File: config.mk
export PLATFORM = sky130hd
export DESIGN_NAME = core
export DESIGN_NICKNAME = d
export VERILOG_FILES = /design/src/rtl/core_pkg.sv /design/src/rtl/core_ifu.sv /design/src/rtl/core_idu.sv /design/src/rtl/core_ctrl.sv /design/src/rtl/core_exu.sv /design/src/rtl/core_memwb.sv /design/src/rtl/core.sv
export VERILOG_INCLUDE_DIRS = /design/src /design/src/rtl
export SDC_FILE = /design/constraint.sdc
export NUM_CORES = 2
export LEC_CHECK = 0
export BUFFER_PORTS_ARGS = -buffer_cell sky130_fd_sc_hd__buf_2
export CAP_MARGIN = 20
export CORE_ASPECT_RATIO = 1.4
export CORE_MARGIN = 2
export CORE_UTILIZATION = 46
export CTS_CLUSTER_SIZE = 14
export DETAILED_ROUTE_END_ITERATION = 6
export PLACE_DENSITY_LB_ADDON = 0.05
export SYNTH_ARGS = -nofsm -noshare
export SYNTH_HDL_FRONTEND = slang
export SYNTH_SLANG_ARGS = --single-unit
File: constraint.sdc
create_clock -name clk -period 28.6 [get_ports clk]
set_clock_uncertainty 0.1 [all_clocks]
set_input_delay 4.29 -clock clk [delete_from_list [all_inputs] [get_ports clk]]
set_output_delay 4.29 -clock clk [all_outputs]
set_load 0.05 [all_outputs]
File: src/rtl/core_macros.svh
`ifndef CORE_MACROS_SVH
`define CORE_MACROS_SVH

// datapath and address width.
`define ISA_WIDTH 32

// architectural registers, x0 included.
`define GPR_COUNT 32

// one enable per byte lane of the data port.
`define MEM_MASK_WIDTH 4

// first fetch address after reset.
`define RESET_PC 32'h8000_0000

// addi x0, x0, 0
`define NOP_INST 32'h0000_0013

`endif

File: src/rtl/core_pkg.sv
`default_nettype none

package core_pkg;

    // immediate format of the current instruction.
    typedef enum logic [2:0] {
        inst_r = 3'd0,
        inst_i = 3'd1,
        inst_s = 3'd2,
        inst_b = 3'd3,
        inst_u = 3'd4,
        inst_j = 3'd5
    } inst_type_t;

    typedef enum logic [3:0] {
        alu_add  = 4'd0,
        alu_sub  = 4'd1,
        alu_sll  = 4'd2,
        alu_slt  = 4'd3,
        alu_sltu = 4'd4,
        alu_xor  = 4'd5,
        alu_srl  = 4'd6,
        alu_sra  = 4'd7,
        alu_or   = 4'd8,
        alu_and  = 4'd9
    } alu_funct_t;

    typedef enum logic [1:0] {
        dnpc_snpc   = 2'd0, // pc + 4.
        dnpc_pc_imm = 2'd1, // jal and taken branches.
        dnpc_jalr   = 2'd2
    } dnpc_sel_t;

    typedef enum logic [2:0] {
        srd_alu    = 3'd0,
        srd_mem    = 3'd1,
        srd_snpc   = 3'd2, // link address.
        srd_pc_imm = 3'd3,
        srd_imm    = 3'd4
    } srd_sel_t;

endpackage

`default_nettype wire

File: src/rtl/core_ifu.sv
`default_nettype none
`include "core_macros.svh"

module core_ifu import core_pkg::*; (
    input  logic                  clk,
    input  logic                  reset,
    input  dnpc_sel_t             dnpc_sel,
    input  logic [`ISA_WIDTH-1:0] pc_imm,
    input  logic [`ISA_WIDTH-1:0] alu_result,
    output logic [`ISA_WIDTH-1:0] pc,
    output logic [`ISA_WIDTH-1:0] snpc,
    output logic [`ISA_WIDTH-1:0] inst,
    input  logic [`ISA_WIDTH-1:0] mem_1_r,
    output logic [`ISA_WIDTH-1:0] mem_1_addr,
    output logic                  mem_1_r_en
);

    logic [`ISA_WIDTH-1:0] dnpc;

    assign snpc = pc + `ISA_WIDTH'd4;

    always_comb begin
        case (dnpc_sel)
            dnpc_pc_imm: dnpc = pc_imm;
            dnpc_jalr:   dnpc = {alu_result[`ISA_WIDTH-1:1], 1'b0}; // target bit 0 dropped.
            default:     dnpc = snpc;
        endcase
    end

    always_ff @(posedge clk) begin
        if (reset) begin
            pc <= `RESET_PC;
        end else begin
            pc <= dnpc;
        end
    end

    assign mem_1_addr = pc;
    assign mem_1_r_en = !reset;
    assign inst       = reset ? `NOP_INST : mem_1_r; // keeps writes quiet in reset.

endmodule

`default_nettype wire

File: src/rtl/core_idu.sv
`default_nettype none
`include "core_macros.svh"

module core_idu import core_pkg::*; (
    input  logic                  clk,
    input  logic [`ISA_WIDTH-1:0] inst,
    input  inst_type_t            inst_type,
    input  logic [`ISA_WIDTH-1:0] srd,
    input  logic                  gpr_w_en,
    output logic [`ISA_WIDTH-1:0] imm,
    output logic [`ISA_WIDTH-1:0] src1,
    output logic [`ISA_WIDTH-1:0] src2,
    output logic [6:0]            opcode,
    output logic [2:0]            funct3,
    output logic [6:0]            funct7
);

    localparam int REG_IDX_WIDTH = $clog2(`GPR_COUNT);

    logic [REG_IDX_WIDTH-1:0] rs1;
    logic [REG_IDX_WIDTH-1:0] rs2;
    logic [REG_IDX_WIDTH-1:0] rd;

    // x0 has no storage.
    logic [`ISA_WIDTH-1:0] gpr [1:`GPR_COUNT-1];

    assign opcode = inst[6:0];
    assign rd     = inst[11:7];
    assign funct3 = inst[14:12];
    assign rs1    = inst[19:15];
    assign rs2    = inst[24:20];
    assign funct7 = inst[31:25];

    always_comb begin
        case (inst_type)
            inst_i: begin
                imm = {{20{inst[31]}}, inst[31:20]};
            end
            inst_s: begin
                imm = {{20{inst[31]}}, inst[31:25], inst[11:7]};
            end
            inst_b: begin
                imm = {{19{inst[31]}}, inst[31], inst[7], inst[30:25], inst[11:8], 1'b0};
            end
            inst_u: begin
                imm = {inst[31:12], 12'b0};
            end
            inst_j: begin
                imm = {{11{inst[31]}}, inst[31], inst[19:12], inst[20], inst[30:21], 1'b0};
            end
            default: begin
                imm = '0; // r-type carries no immediate.
            end
        endcase
    end

    always_ff @(posedge clk) begin
        if (gpr_w_en && rd != '0) begin
            gpr[rd] <= srd;
        end
    end

    // reads see the old value when the same register is written this cycle.
    assign src1 = (rs1 == '0) ? '0 : gpr[rs1];
    assign src2 = (rs2 == '0) ? '0 : gpr[rs2];

endmodule

`default_nettype wire

File: src/rtl/core_ctrl.sv
`default_nettype none

module core_ctrl import core_pkg::*; (
    input  logic [6:0] opcode,
    input  logic [2:0] funct3,
    input  logic [6:0] funct7,
    input  logic       branch_taken,
    output inst_type_t inst_type,
    output logic       gpr_w_en,
    output logic       alu_b_is_imm,
    output alu_funct_t alu_funct,
    output dnpc_sel_t  dnpc_sel,
    output srd_sel_t   srd_sel,
    output logic       mem_r_en,
    output logic       mem_w_en
);

    localparam logic [6:0] OP_LUI    = 7'b0110111;
    localparam logic [6:0] OP_AUIPC  = 7'b0010111;
    localparam logic [6:0] OP_JAL    = 7'b1101111;
    localparam logic [6:0] OP_JALR   = 7'b1100111;
    localparam logic [6:0] OP_BRANCH = 7'b1100011;
    localparam logic [6:0] OP_LOAD   = 7'b0000011;
    localparam logic [6:0] OP_STORE  = 7'b0100011;
    localparam logic [6:0] OP_IMM    = 7'b0010011;
    localparam logic [6:0] OP_REG    = 7'b0110011;

    logic alt_funct7; // selects sub and sra.

    assign alt_funct7 = (funct7 == 7'b0100000);

    function automatic alu_funct_t decode_alu(input logic [2:0] f3, input logic alt_sub);
        case (f3)
            3'b000:  return alt_sub ? alu_sub : alu_add;
            3'b001:  return alu_sll;
            3'b010:  return alu_slt;
            3'b011:  return alu_sltu;
            3'b100:  return alu_xor;
            3'b101:  return alt_funct7 ? alu_sra : alu_srl;
            3'b110:  return alu_or;
            default: return alu_and;
        endcase
    endfunction

    always_comb begin
        inst_type    = inst_i; // defaults give a nop.
        gpr_w_en     = 1'b0;
        alu_b_is_imm = 1'b1;
        alu_funct    = alu_add;
        dnpc_sel     = dnpc_snpc;
        srd_sel      = srd_alu;
        mem_r_en     = 1'b0;
        mem_w_en     = 1'b0;

        case (opcode)
            OP_LUI: begin
                inst_type = inst_u;
                gpr_w_en  = 1'b1;
                srd_sel   = srd_imm;
            end
            OP_AUIPC: begin
                inst_type = inst_u;
                gpr_w_en  = 1'b1;
                srd_sel   = srd_pc_imm;
            end
            OP_JAL: begin
                inst_type = inst_j;
                gpr_w_en  = 1'b1;
                srd_sel   = srd_snpc;
                dnpc_sel  = dnpc_pc_imm;
            end
            OP_JALR: begin
                gpr_w_en = 1'b1;
                srd_sel  = srd_snpc;
                dnpc_sel = dnpc_jalr; // rs1 + imm from the alu.
            end
            OP_BRANCH: begin
                inst_type    = inst_b;
                alu_b_is_imm = 1'b0;
                dnpc_sel     = branch_taken ? dnpc_pc_imm : dnpc_snpc;
            end
            OP_LOAD: begin
                gpr_w_en = 1'b1;
                mem_r_en = 1'b1;
                srd_sel  = srd_mem;
            end
            OP_STORE: begin
                inst_type = inst_s;
                mem_w_en  = 1'b1;
            end
            OP_IMM: begin
                gpr_w_en  = 1'b1;
                alu_funct = decode_alu(funct3, 1'b0); // no subi.
            end
            OP_REG: begin
                inst_type    = inst_r;
                gpr_w_en     = 1'b1;
                alu_b_is_imm = 1'b0;
                alu_funct    = decode_alu(funct3, alt_funct7);
            end
            default: ;
        endcase
    end

endmodule

`default_nettype wire

File: src/rtl/core_exu.sv
`default_nettype none
`include "core_macros.svh"

module core_exu import core_pkg::*; (
    input  logic [`ISA_WIDTH-1:0] pc,
    input  logic [`ISA_WIDTH-1:0] src1,
    input  logic [`ISA_WIDTH-1:0] src2,
    input  logic [`ISA_WIDTH-1:0] imm,
    input  logic                  alu_b_is_imm,
    input  alu_funct_t            alu_funct,
    input  logic [2:0]            funct3,
    output logic [`ISA_WIDTH-1:0] alu_result,
    output logic [`ISA_WIDTH-1:0] pc_imm,
    output logic                  branch_taken
);

    logic [`ISA_WIDTH-1:0] alu_b;
    logic [4:0]            shamt;
    logic                  lt_signed;
    logic                  lt_unsigned;

    assign alu_b       = alu_b_is_imm ? imm : src2;
    assign shamt       = alu_b[4:0];
    assign lt_signed   = $signed(src1) < $signed(alu_b);
    assign lt_unsigned = src1 < alu_b;

    always_comb begin
        case (alu_funct)
            alu_sub:  alu_result = src1 - alu_b;
            alu_sll:  alu_result = src1 << shamt;
            alu_slt:  alu_result = {{(`ISA_WIDTH-1){1'b0}}, lt_signed};
            alu_sltu: alu_result = {{(`ISA_WIDTH-1){1'b0}}, lt_unsigned};
            alu_xor:  alu_result = src1 ^ alu_b;
            alu_srl:  alu_result = src1 >> shamt;
            alu_sra:  alu_result = $signed(src1) >>> shamt;
            alu_or:   alu_result = src1 | alu_b;
            alu_and:  alu_result = src1 & alu_b;
            default:  alu_result = src1 + alu_b;
        endcase
    end

    assign pc_imm = pc + imm;

    // compared on src2 directly so the alu operand choice does not matter.
    always_comb begin
        case (funct3)
            3'b000:  branch_taken = (src1 == src2);
            3'b001:  branch_taken = (src1 != src2);
            3'b100:  branch_taken = $signed(src1) < $signed(src2);
            3'b101:  branch_taken = $signed(src1) >= $signed(src2);
            3'b110:  branch_taken = src1 < src2;
            3'b111:  branch_taken = src1 >= src2;
            default: branch_taken = 1'b0;
        endcase
    end

endmodule

`default_nettype wire

File: src/rtl/core_memwb.sv
`default_nettype none
`include "core_macros.svh"

module core_memwb import core_pkg::*; (
    input  logic                      clk,
    input  logic                      reset,
    input  logic [2:0]                funct3,
    input  logic [`ISA_WIDTH-1:0]     alu_result,
    input  logic [`ISA_WIDTH-1:0]     src2,
    input  logic [`ISA_WIDTH-1:0]     imm,
    input  logic [`ISA_WIDTH-1:0]     snpc,
    input  logic [`ISA_WIDTH-1:0]     pc_imm,
    input  logic                      mem_r_en,
    input  logic                      mem_w_en,
    input  srd_sel_t                  srd_sel,
    input  logic [`ISA_WIDTH-1:0]     mem_2_r,
    output logic [`ISA_WIDTH-1:0]     mem_2_w,
    output logic [`ISA_WIDTH-1:0]     mem_2_addr,
    output logic [`MEM_MASK_WIDTH-1:0] mem_2_mask,
    output logic                      mem_2_r_en,
    output logic                      mem_2_w_en,
    output logic [`ISA_WIDTH-1:0]     srd
);

    logic [1:0]                 byte_off;
    logic [4:0]                 bit_off;
    logic [`MEM_MASK_WIDTH-1:0] size_mask;
    logic [`ISA_WIDTH-1:0]      lane;
    logic [`ISA_WIDTH-1:0]      load_data;

    assign byte_off = alu_result[1:0];
    assign bit_off  = {byte_off, 3'b000};

    assign mem_2_addr = {alu_result[`ISA_WIDTH-1:2], 2'b00};
    assign mem_2_r_en = mem_r_en;
    assign mem_2_w_en = mem_w_en;

    always_comb begin
        case (funct3[1:0])
            2'b00:   size_mask = 4'b0001;
            2'b01:   size_mask = 4'b0011;
            default: size_mask = 4'b1111;
        endcase
    end

    assign mem_2_mask = size_mask << byte_off;
    assign mem_2_w    = src2 << bit_off; // move the low bytes into the addressed lanes.

    assign lane = mem_2_r >> bit_off;

    always_comb begin
        case (funct3)
            3'b000:  load_data = {{24{lane[7]}}, lane[7:0]};
            3'b001:  load_data = {{16{lane[15]}}, lane[15:0]};
            3'b100:  load_data = {24'b0, lane[7:0]};
            3'b101:  load_data = {16'b0, lane[15:0]};
            default: load_data = lane;
        endcase
    end

    always_comb begin
        case (srd_sel)
            srd_mem:    srd = load_data;
            srd_snpc:   srd = snpc;
            srd_pc_imm: srd = pc_imm;
            srd_imm:    srd = imm;
            default:    srd = alu_result;
        endcase
    end

    // the enables come from ctrl and the address from the alu.
    a_half_aligned: assert property (
        @(posedge clk) disable iff (reset)
        ((mem_r_en || mem_w_en) && funct3[1:0] == 2'b01) |-> (alu_result[0] == 1'b0)
    ) else $error("misaligned halfword access at address %h", alu_result);

    a_word_aligned: assert property (
        @(posedge clk) disable iff (reset)
        ((mem_r_en || mem_w_en) && funct3[1:0] == 2'b10) |-> (alu_result[1:0] == 2'b00)
    ) else $error("misaligned word access at address %h", alu_result);

endmodule

`default_nettype wire

File: src/rtl/core.sv
`default_nettype none
`include "core_macros.svh"

module core import core_pkg::*; (
    input  logic                       clk,
    input  logic                       reset,
    input  logic [`ISA_WIDTH-1:0]      mem_1_r,
    output logic [`ISA_WIDTH-1:0]      mem_1_addr,
    output logic                       mem_1_r_en,
    input  logic [`ISA_WIDTH-1:0]      mem_2_r,
    output logic [`ISA_WIDTH-1:0]      mem_2_w,
    output logic [`ISA_WIDTH-1:0]      mem_2_addr,
    output logic [`MEM_MASK_WIDTH-1:0] mem_2_mask,
    output logic                       mem_2_r_en,
    output logic                       mem_2_w_en
);

    logic [`ISA_WIDTH-1:0] pc;
    logic [`ISA_WIDTH-1:0] snpc;
    logic [`ISA_WIDTH-1:0] inst;
    logic [`ISA_WIDTH-1:0] imm;
    logic [`ISA_WIDTH-1:0] src1;
    logic [`ISA_WIDTH-1:0] src2;
    logic [6:0]            opcode;
    logic [2:0]            funct3;
    logic [6:0]            funct7;
    inst_type_t            inst_type;
    logic                  gpr_w_en;
    logic                  alu_b_is_imm;
    alu_funct_t            alu_funct;
    dnpc_sel_t             dnpc_sel;
    srd_sel_t              srd_sel;
    logic                  mem_r_en;
    logic                  mem_w_en;
    logic [`ISA_WIDTH-1:0] alu_result;
    logic [`ISA_WIDTH-1:0] pc_imm;
    logic                  branch_taken;
    logic [`ISA_WIDTH-1:0] srd;

    core_ifu ifu (
        .clk(clk), .reset(reset),
        .dnpc_sel(dnpc_sel), .pc_imm(pc_imm), .alu_result(alu_result),
        .pc(pc), .snpc(snpc), .inst(inst),
        .mem_1_r(mem_1_r), .mem_1_addr(mem_1_addr), .mem_1_r_en(mem_1_r_en)
    );

    core_idu idu (
        .clk(clk), .inst(inst), .inst_type(inst_type), .srd(srd), .gpr_w_en(gpr_w_en),
        .imm(imm), .src1(src1), .src2(src2),
        .opcode(opcode), .funct3(funct3), .funct7(funct7)
    );

    core_ctrl ctrl (
        .opcode(opcode), .funct3(funct3), .funct7(funct7), .branch_taken(branch_taken),
        .inst_type(inst_type), .gpr_w_en(gpr_w_en), .alu_b_is_imm(alu_b_is_imm),
        .alu_funct(alu_funct), .dnpc_sel(dnpc_sel), .srd_sel(srd_sel),
        .mem_r_en(mem_r_en), .mem_w_en(mem_w_en)
    );

    core_exu exu (
        .pc(pc), .src1(src1), .src2(src2), .imm(imm),
        .alu_b_is_imm(alu_b_is_imm), .alu_funct(alu_funct), .funct3(funct3),
        .alu_result(alu_result), .pc_imm(pc_imm), .branch_taken(branch_taken)
    );

    core_memwb memwb (
        .clk(clk), .reset(reset), .funct3(funct3),
        .alu_result(alu_result), .src2(src2), .imm(imm), .snpc(snpc), .pc_imm(pc_imm),
        .mem_r_en(mem_r_en), .mem_w_en(mem_w_en), .srd_sel(srd_sel),
        .mem_2_r(mem_2_r), .mem_2_w(mem_2_w), .mem_2_addr(mem_2_addr),
        .mem_2_mask(mem_2_mask), .mem_2_r_en(mem_2_r_en), .mem_2_w_en(mem_2_w_en),
        .srd(srd)
    );

endmodule

`default_nettype wire

Yosys cells after proc, flatten, opt, wreduce, memory -nomap -nowiden
Memories as Yosys holds them, arrays and structs flattened.
Cells that the tools add are included.
{"block": "word_totals", "reg_bits": 32, "ram_bits": 992, "inputBits": 66, "output_inout_bits": 103, "memories": 1}
{"memory": "idu.gpr", "depth": 31, "width": 32, "read_ports": 2, "rd_clocked_by_memory_dff": 0, "wr": 1, "line": "core_idu.sv:25", "text": "logic [`ISA_WIDTH-1:0] gpr [1:`GPR_COUNT-1];"}
{"block": "classes", "n_addsub": 4, "order_cmp": 6, "n_eq_ne": 40, "n_shift": 6, "muxes": 25, "n_bitwise": 3, "reduce_logical": 11}
{"cell": "$pmux W32 S9", "count": 1}
{"cell": "$pmux W32 S4", "count": 2}
{"cell": "$pmux W32 S5", "count": 1}
{"cell": "$lt A32 B32 Y1", "count": 4}
{"cell": "$mux W32", "count": 4}
{"cell": "$add A32 B32 Y32", "count": 2}
{"cell": "$ge A32 B32 Y1", "count": 2}
{"cell": "$pmux W32 S2", "count": 1}
{"cell": "$shl A32 B5 Y32", "count": 2}
{"cell": "$shr A32 B5 Y32", "count": 2}
{"cell": "$pmux W4 S7", "count": 2}
{"cell": "$add A32 B3 Y32 const B", "count": 1}
{"cell": "$and A32 B32 Y32", "count": 1}
{"cell": "$eq A32 B32 Y1", "count": 1}
{"cell": "$ne A32 B32 Y1", "count": 1}
{"cell": "$or A32 B32 Y32", "count": 1}
{"cell": "$sshr A32 B5 Y32", "count": 1}
{"cell": "$sub A32 B32 Y32", "count": 1}
{"cell": "$xor A32 B32 Y32", "count": 1}
{"cell": "$eq A7 B6 Y1 const B", "count": 4}
{"cell": "$eq A3 B3 Y1 const B", "count": 7}
{"cell": "$eq A7 B7 Y1 const B", "count": 3}
{"cell": "$eq A3 B2 Y1 const B", "count": 6}
{"cell": "$eq A4 B3 Y1 const B", "count": 4}
{"cell": "other kinds (23)", "count": 40}

Longest topological paths before layout
{"block": "logic_depth", "ltp_word": 12, "depth_mapped": 37}

Cells and area by module
From an unflattened synthesis, not the netlist that was laid out.
{"block": "hier_totals", "cells_unflattened": 5063, "hier_area_um2": 64348.0}
{"module": "core_idu", "instances": 1, "cells_each": 2542, "area_each_um2": 46965.0}
{"module": "core_exu", "instances": 1, "cells_each": 1711, "area_each_um2": 11726.2}
{"module": "core_memwb", "instances": 1, "cells_each": 442, "area_each_um2": 2740.1}
{"module": "core_ifu", "instances": 1, "cells_each": 318, "area_each_um2": 2571.2}
{"module": "core_ctrl", "instances": 1, "cells_each": 50, "area_each_um2": 345.3}

Worst setup path after synthesis
OpenSTA, ideal clock, no wires.
{"block": "synth_timing", "path_kind": "in2out", "start": "in mem_1_r[20]", "end": "out mem_2_w[26]", "arrival_ps": 11294, "required_time_ps": 24210, "path_slack_ps": 12916, "cell_stages": 29, "path_buffers": 11, "path_cell_list": "buf_6 buf_8 buf_6 buf_6 buf_8 buf_6 clkbuf_1 clkbuf_1 buf_1 mux2i_1 a22oi_1 a221oi_1 nor3_1 o21ai_1 nor2_1 a21o_1 ha_1 a211oi_1 o2111ai_1 a31o_2 a211o_1 a31oi_1 a31o_2 a31oi_1 nor2_4 buf_2 buf_2 o21ai_0 o21ai_0"}
{"block": "synth_via", "elab_chain_cells": 7}
{"element": "from (decl)", "line": "core.sv:7", "text": "input logic [`ISA_WIDTH-1:0] mem_1_r,"}
{"element": "$mux W32 *", "line": "core_ifu.sv:40", "text": "assign inst = reset ? `NOP_INST : mem_1_r;"}
{"element": "$mem_v2 Z31 W32 / $logic_not A5 Y1 (equally long branches)"}
{"element": "$mux W32", "line": "core_idu.sv:65", "text": "assign src2 = (rs2 == '0) ? '0 : gpr[rs2];"}
{"element": "$mux W32", "line": "core_exu.sv:22", "text": "assign alu_b = alu_b_is_imm ? imm : src2;"}
{"element": "$add A32 B32 Y32 (tied with other cells)", "line": "core_exu.sv:38", "text": "default: alu_result = src1 + alu_b;"}
{"element": "$pmux W32 S9", "line": "core_exu.sv:28", "text": "case (alu_funct)"}
{"element": "$shl A32 B5 Y32 *", "line": "core_memwb.sv:47", "text": "assign mem_2_w = src2 << bit_off;"}
{"element": "to (decl)", "line": "core.sv:11", "text": "output logic [`ISA_WIDTH-1:0] mem_2_w,"}
Mark *: on every way between the ends. The rest lies on a longest branch, timed or not.

Worst setup path in the final report
{"block": "layout_timing", "start": "in mem_1_r[20]", "end": "out mem_2_mask[0]"}
{"block": "layout_via", "elab_chain_cells": 7}
{"element": "$mux W32 *", "line": "core_ifu.sv:40"}
{"element": "$mem_v2 Z31 W32 / $logic_not A5 Y1 (equally long branches)"}
{"element": "$mux W32", "line": "core_idu.sv:65"}
{"element": "$mux W32 *", "line": "core_exu.sv:22"}
{"element": "$add A32 B32 Y32 (tied with other cells)", "line": "core_exu.sv:38"}
{"element": "$pmux W32 S9 *", "line": "core_exu.sv:28"}
{"element": "$shl A4 B2 Y4 *", "line": "core_memwb.sv:46", "text": "assign mem_2_mask = size_mask << byte_off;"}
{"element": "to (decl)", "line": "core.sv:13", "text": "output logic [`MEM_MASK_WIDTH-1:0] mem_2_mask,"}
Marked as above.

==> results.md <==
- I/O pin count: 169
- Die ar.: 141000 µm²
- Crit share post-route: 64.6%
- Mean Syn Cell Area: 10.7 µm²
- Wirelength per Cell: 40.5 µm
- Clk buf depth: 3
- Worst path slowest cell: buf_4
- Final worst path period need: 18.48 ns
- Largest net degree at the start of global routing: around 120
- Endpoints failing hold: 0
- Core box area: 137000 µm²
- HPWL Detailed: between 200000 and 250000 µm
- Cell mode on critical path: buf_4
- Placed Cells: 7646
- Top post-synthesis cells by area: edfxtp_1, mux2i_1, mux4_2, ha_1, nand2_1
- First-pass GRT wire length: 436000 µm
- PwrDens: slightly below 60 nW/µm²
- Leak pwr: 25.1 nW
- Failing checks: DRC
- Post_cts resized: 0
- Routed wire length: around 320000 µm
- Arr. time, crit path: 14.09 ns
- Critical path class: input pin to output pin
- Iter 0 DRT Violations: 7567
- Total Routing Usage GR: 44.2%
- H-tree depth: 3
- Worst vdd ir: about 0.058 mV
- DR vias: around 57000
- Clk slew on worst S/H paths: 0.07 ns
- TritonCTS clock tree: yes
- Non-filler cells, final: 7857
- Routed Antenna Nets: 0
- Number of global-route vias before repair: between 50000 and 60000
- Initial antenna violation count: 20
- Root Driver: clkbuf_16
- Achievable Freq: 0.0541 GHz
- Hold path startpoint: ifu.mem_1_addr[0]
- Crit path launch type: input pin
- WHS: between 0.5 and 0.6 ns
- Drt first pass iters: 6
- RR Startpoint: idu.gpr[25][0]
- Post-route cell area: 70700 µm²
- Most frequent cells in the layout: edfxtp_1, nand2_1, mux2i_1
- RSZ-0062 raised after global routing: false
- Leading area contributor after synthesis: edfxtp_1
- Worst skew pair latency: 0.79 ns
- Synth unique cells: between 100 and 150
- Synth warn: 0
- Number of synthesized register bits: 1024
- Mapped cell area: 63500 µm²
- Post-CTS Setup Bufs: 0
- Nets: 6195
- Worst min path class: flip-flop to flip-flop
- Die Span Y: 444 µm
- Tightest Pin Transition: approximately 1.4 ns
- Vias/cell: 7.26
- Post-synthesis sequential area ratio: 47.9%
- Setup TNS: 0 ns
- Die span in x: 318 µm
- DRC violations left: 1
- Finish-stage setup viols: 0
- Row cnt: 161
- Pins Over Slew Limit: 0
- CTS sink count: approximately 1000
- CP delay by family, top: buffers and inverters
- Post-synth EDFFs: 992
- Buf/Inv on CP: 8
- Max_slew headroom: under 10%
- Layout Utilization: 51.5%
- # Max-Cap Violations: 0
- Layout cells sized above 1: between 10% and 20%
- Critical Path End Type: output pin
- Slowest stage delay, CP: between 0.6 and 0.7 ns
- Initial core utilization: 46.2%
- Status: finished, violations left
- CP startpoint: mem_1_r[20]
- Area grow syn2layout: 11.4%
- Routability-driven placement congestion ratio: 1.09
- Placed Area: 67100 µm²
- Hold_buf cts: 0
- Most used DFF post-synth: edfxtp_1
- TritonCTS buffer count: 103
- Overflow after GRT: 0
- WP data required: roughly 24 ns
- Port-buffer cells: 166
- Most common cell after layout, fill and taps aside: edfxtp_1
- Cell count after synthesis: between 5000 and 6000
- Post-synth top area share: 46.9%
- CP Max Fanout: 72
- Async S/R FF share, synth: 0%
## cell type report
class	count	area (µm²)
fillers	12600	66700
multi-input cells	4241	30900
flip-flops and latches	1024	30400
repair buffers	433	2980
clock buffers	128	2680
well taps	1793	2240
clock inverters	65	857
inverters	160	601
diodes	13	32.5
## cells by family (layout without fill, tap and decap cells)
logic type	count (synthesis)	count (layout)	synth area share, %
buffers and inverters	647	786	4.46
AND/OR/NAND/NOR	1528	1528	11.3
adder cells (fa/ha/maj)	166	166	3.31
flip-flops	1024	1024	47.9
multiplexers	602	602	11.9
AO/OA/AOI/OAI	1867	1867	20.0
other	1	15	0.00590
XOR/XNOR	76	76	1.05
## worst reg2reg max path: stages, from the launching register on
cell and delay [ns]:
edfxtp_1 0.39, mux2_2 0.28, a2bb2oi_1 0.13, a2111o_1 0.46, o211a_1 0.19, o211a_1 0.21, buf_4 0.24, nor2_1 0.39
inv_1 0.29, ha_1 0.35, a221oi_1 1.03, o211ai_1 0.60, a41oi_1 0.38, o311ai_1 0.16, a211oi_2 0.60, nand4_2 0.33
nor2_4 0.16, buf_4 0.66, mux2i_1 0.58, and2_1 0.40, a21oi_1 0.13, a21oi_4 0.84
## per-layer routing
layer	vias up	part of all wire [%]	GRT usage, %
li1	23200	-	-
met2	3899	46	70.5
met4	12	10	38.6
met3	1189	9.4	9.58
met1	28700	34	50.3
met5	-	0.025	0
## through the flow
step / total power [mW] / setup slack (ns)
after floorplan: 2.30 / 12.92
after global placement: 2.71 / 10.71
after detailed placement: 2.71 / 10.59
after CTS: 4.14 / 10.56
after global routing: 4.26 / 10.01
final: 4.17 / 10.12
## final timing paths
kind | endpoint | cells after the start | slack, ns
worst max-delay path | mem_2_mask[0] | 28 | 10.12
worst min-delay path | ifu.mem_1_addr[0] | 2 | 0.57
worst max register to register | idu.gpr[6][12] | 21 | 19.30
worst min register to register | ifu.mem_1_addr[0] | 2 | 0.57
## report_power, final
group | internal [mW] | switching [mW] | total (mW)
combinational | 0.254 | 0.741 | 0.994
clock | 0.824 | 0.622 | 1.45
sequential | 1.73 | 0.00304 | 1.73
total | 2.80 | 1.37 | 4.17
## cell usage after synthesis, types with 40 or more instances
cell	instances
mux2i_1	398
nand2b_1	40
clkbuf_1	280
edfxtp_1	992
a221oi_1	149
ha_1	163
a211oi_1	169
mux4_2	115
a22oi_1	60
buf_1	59
o211ai_1	79
a21oi_1	333
o21ai_0	348
nand2_1	516
nand3_1	176
a31oi_1	146
inv_1	148
xnor2_1	47
o22ai_1	156
mux2_2	88
o221ai_1	63
nor2b_1	129
buf_2	90
nor3_1	140
nor2_1	332
## flip-flops by register name (all words and copies together) (netlist names)
register / cells
idu.gpr: 992
ifu.mem_1_addr: 32
Note: power is estimated with default switching activity, not from simulation.
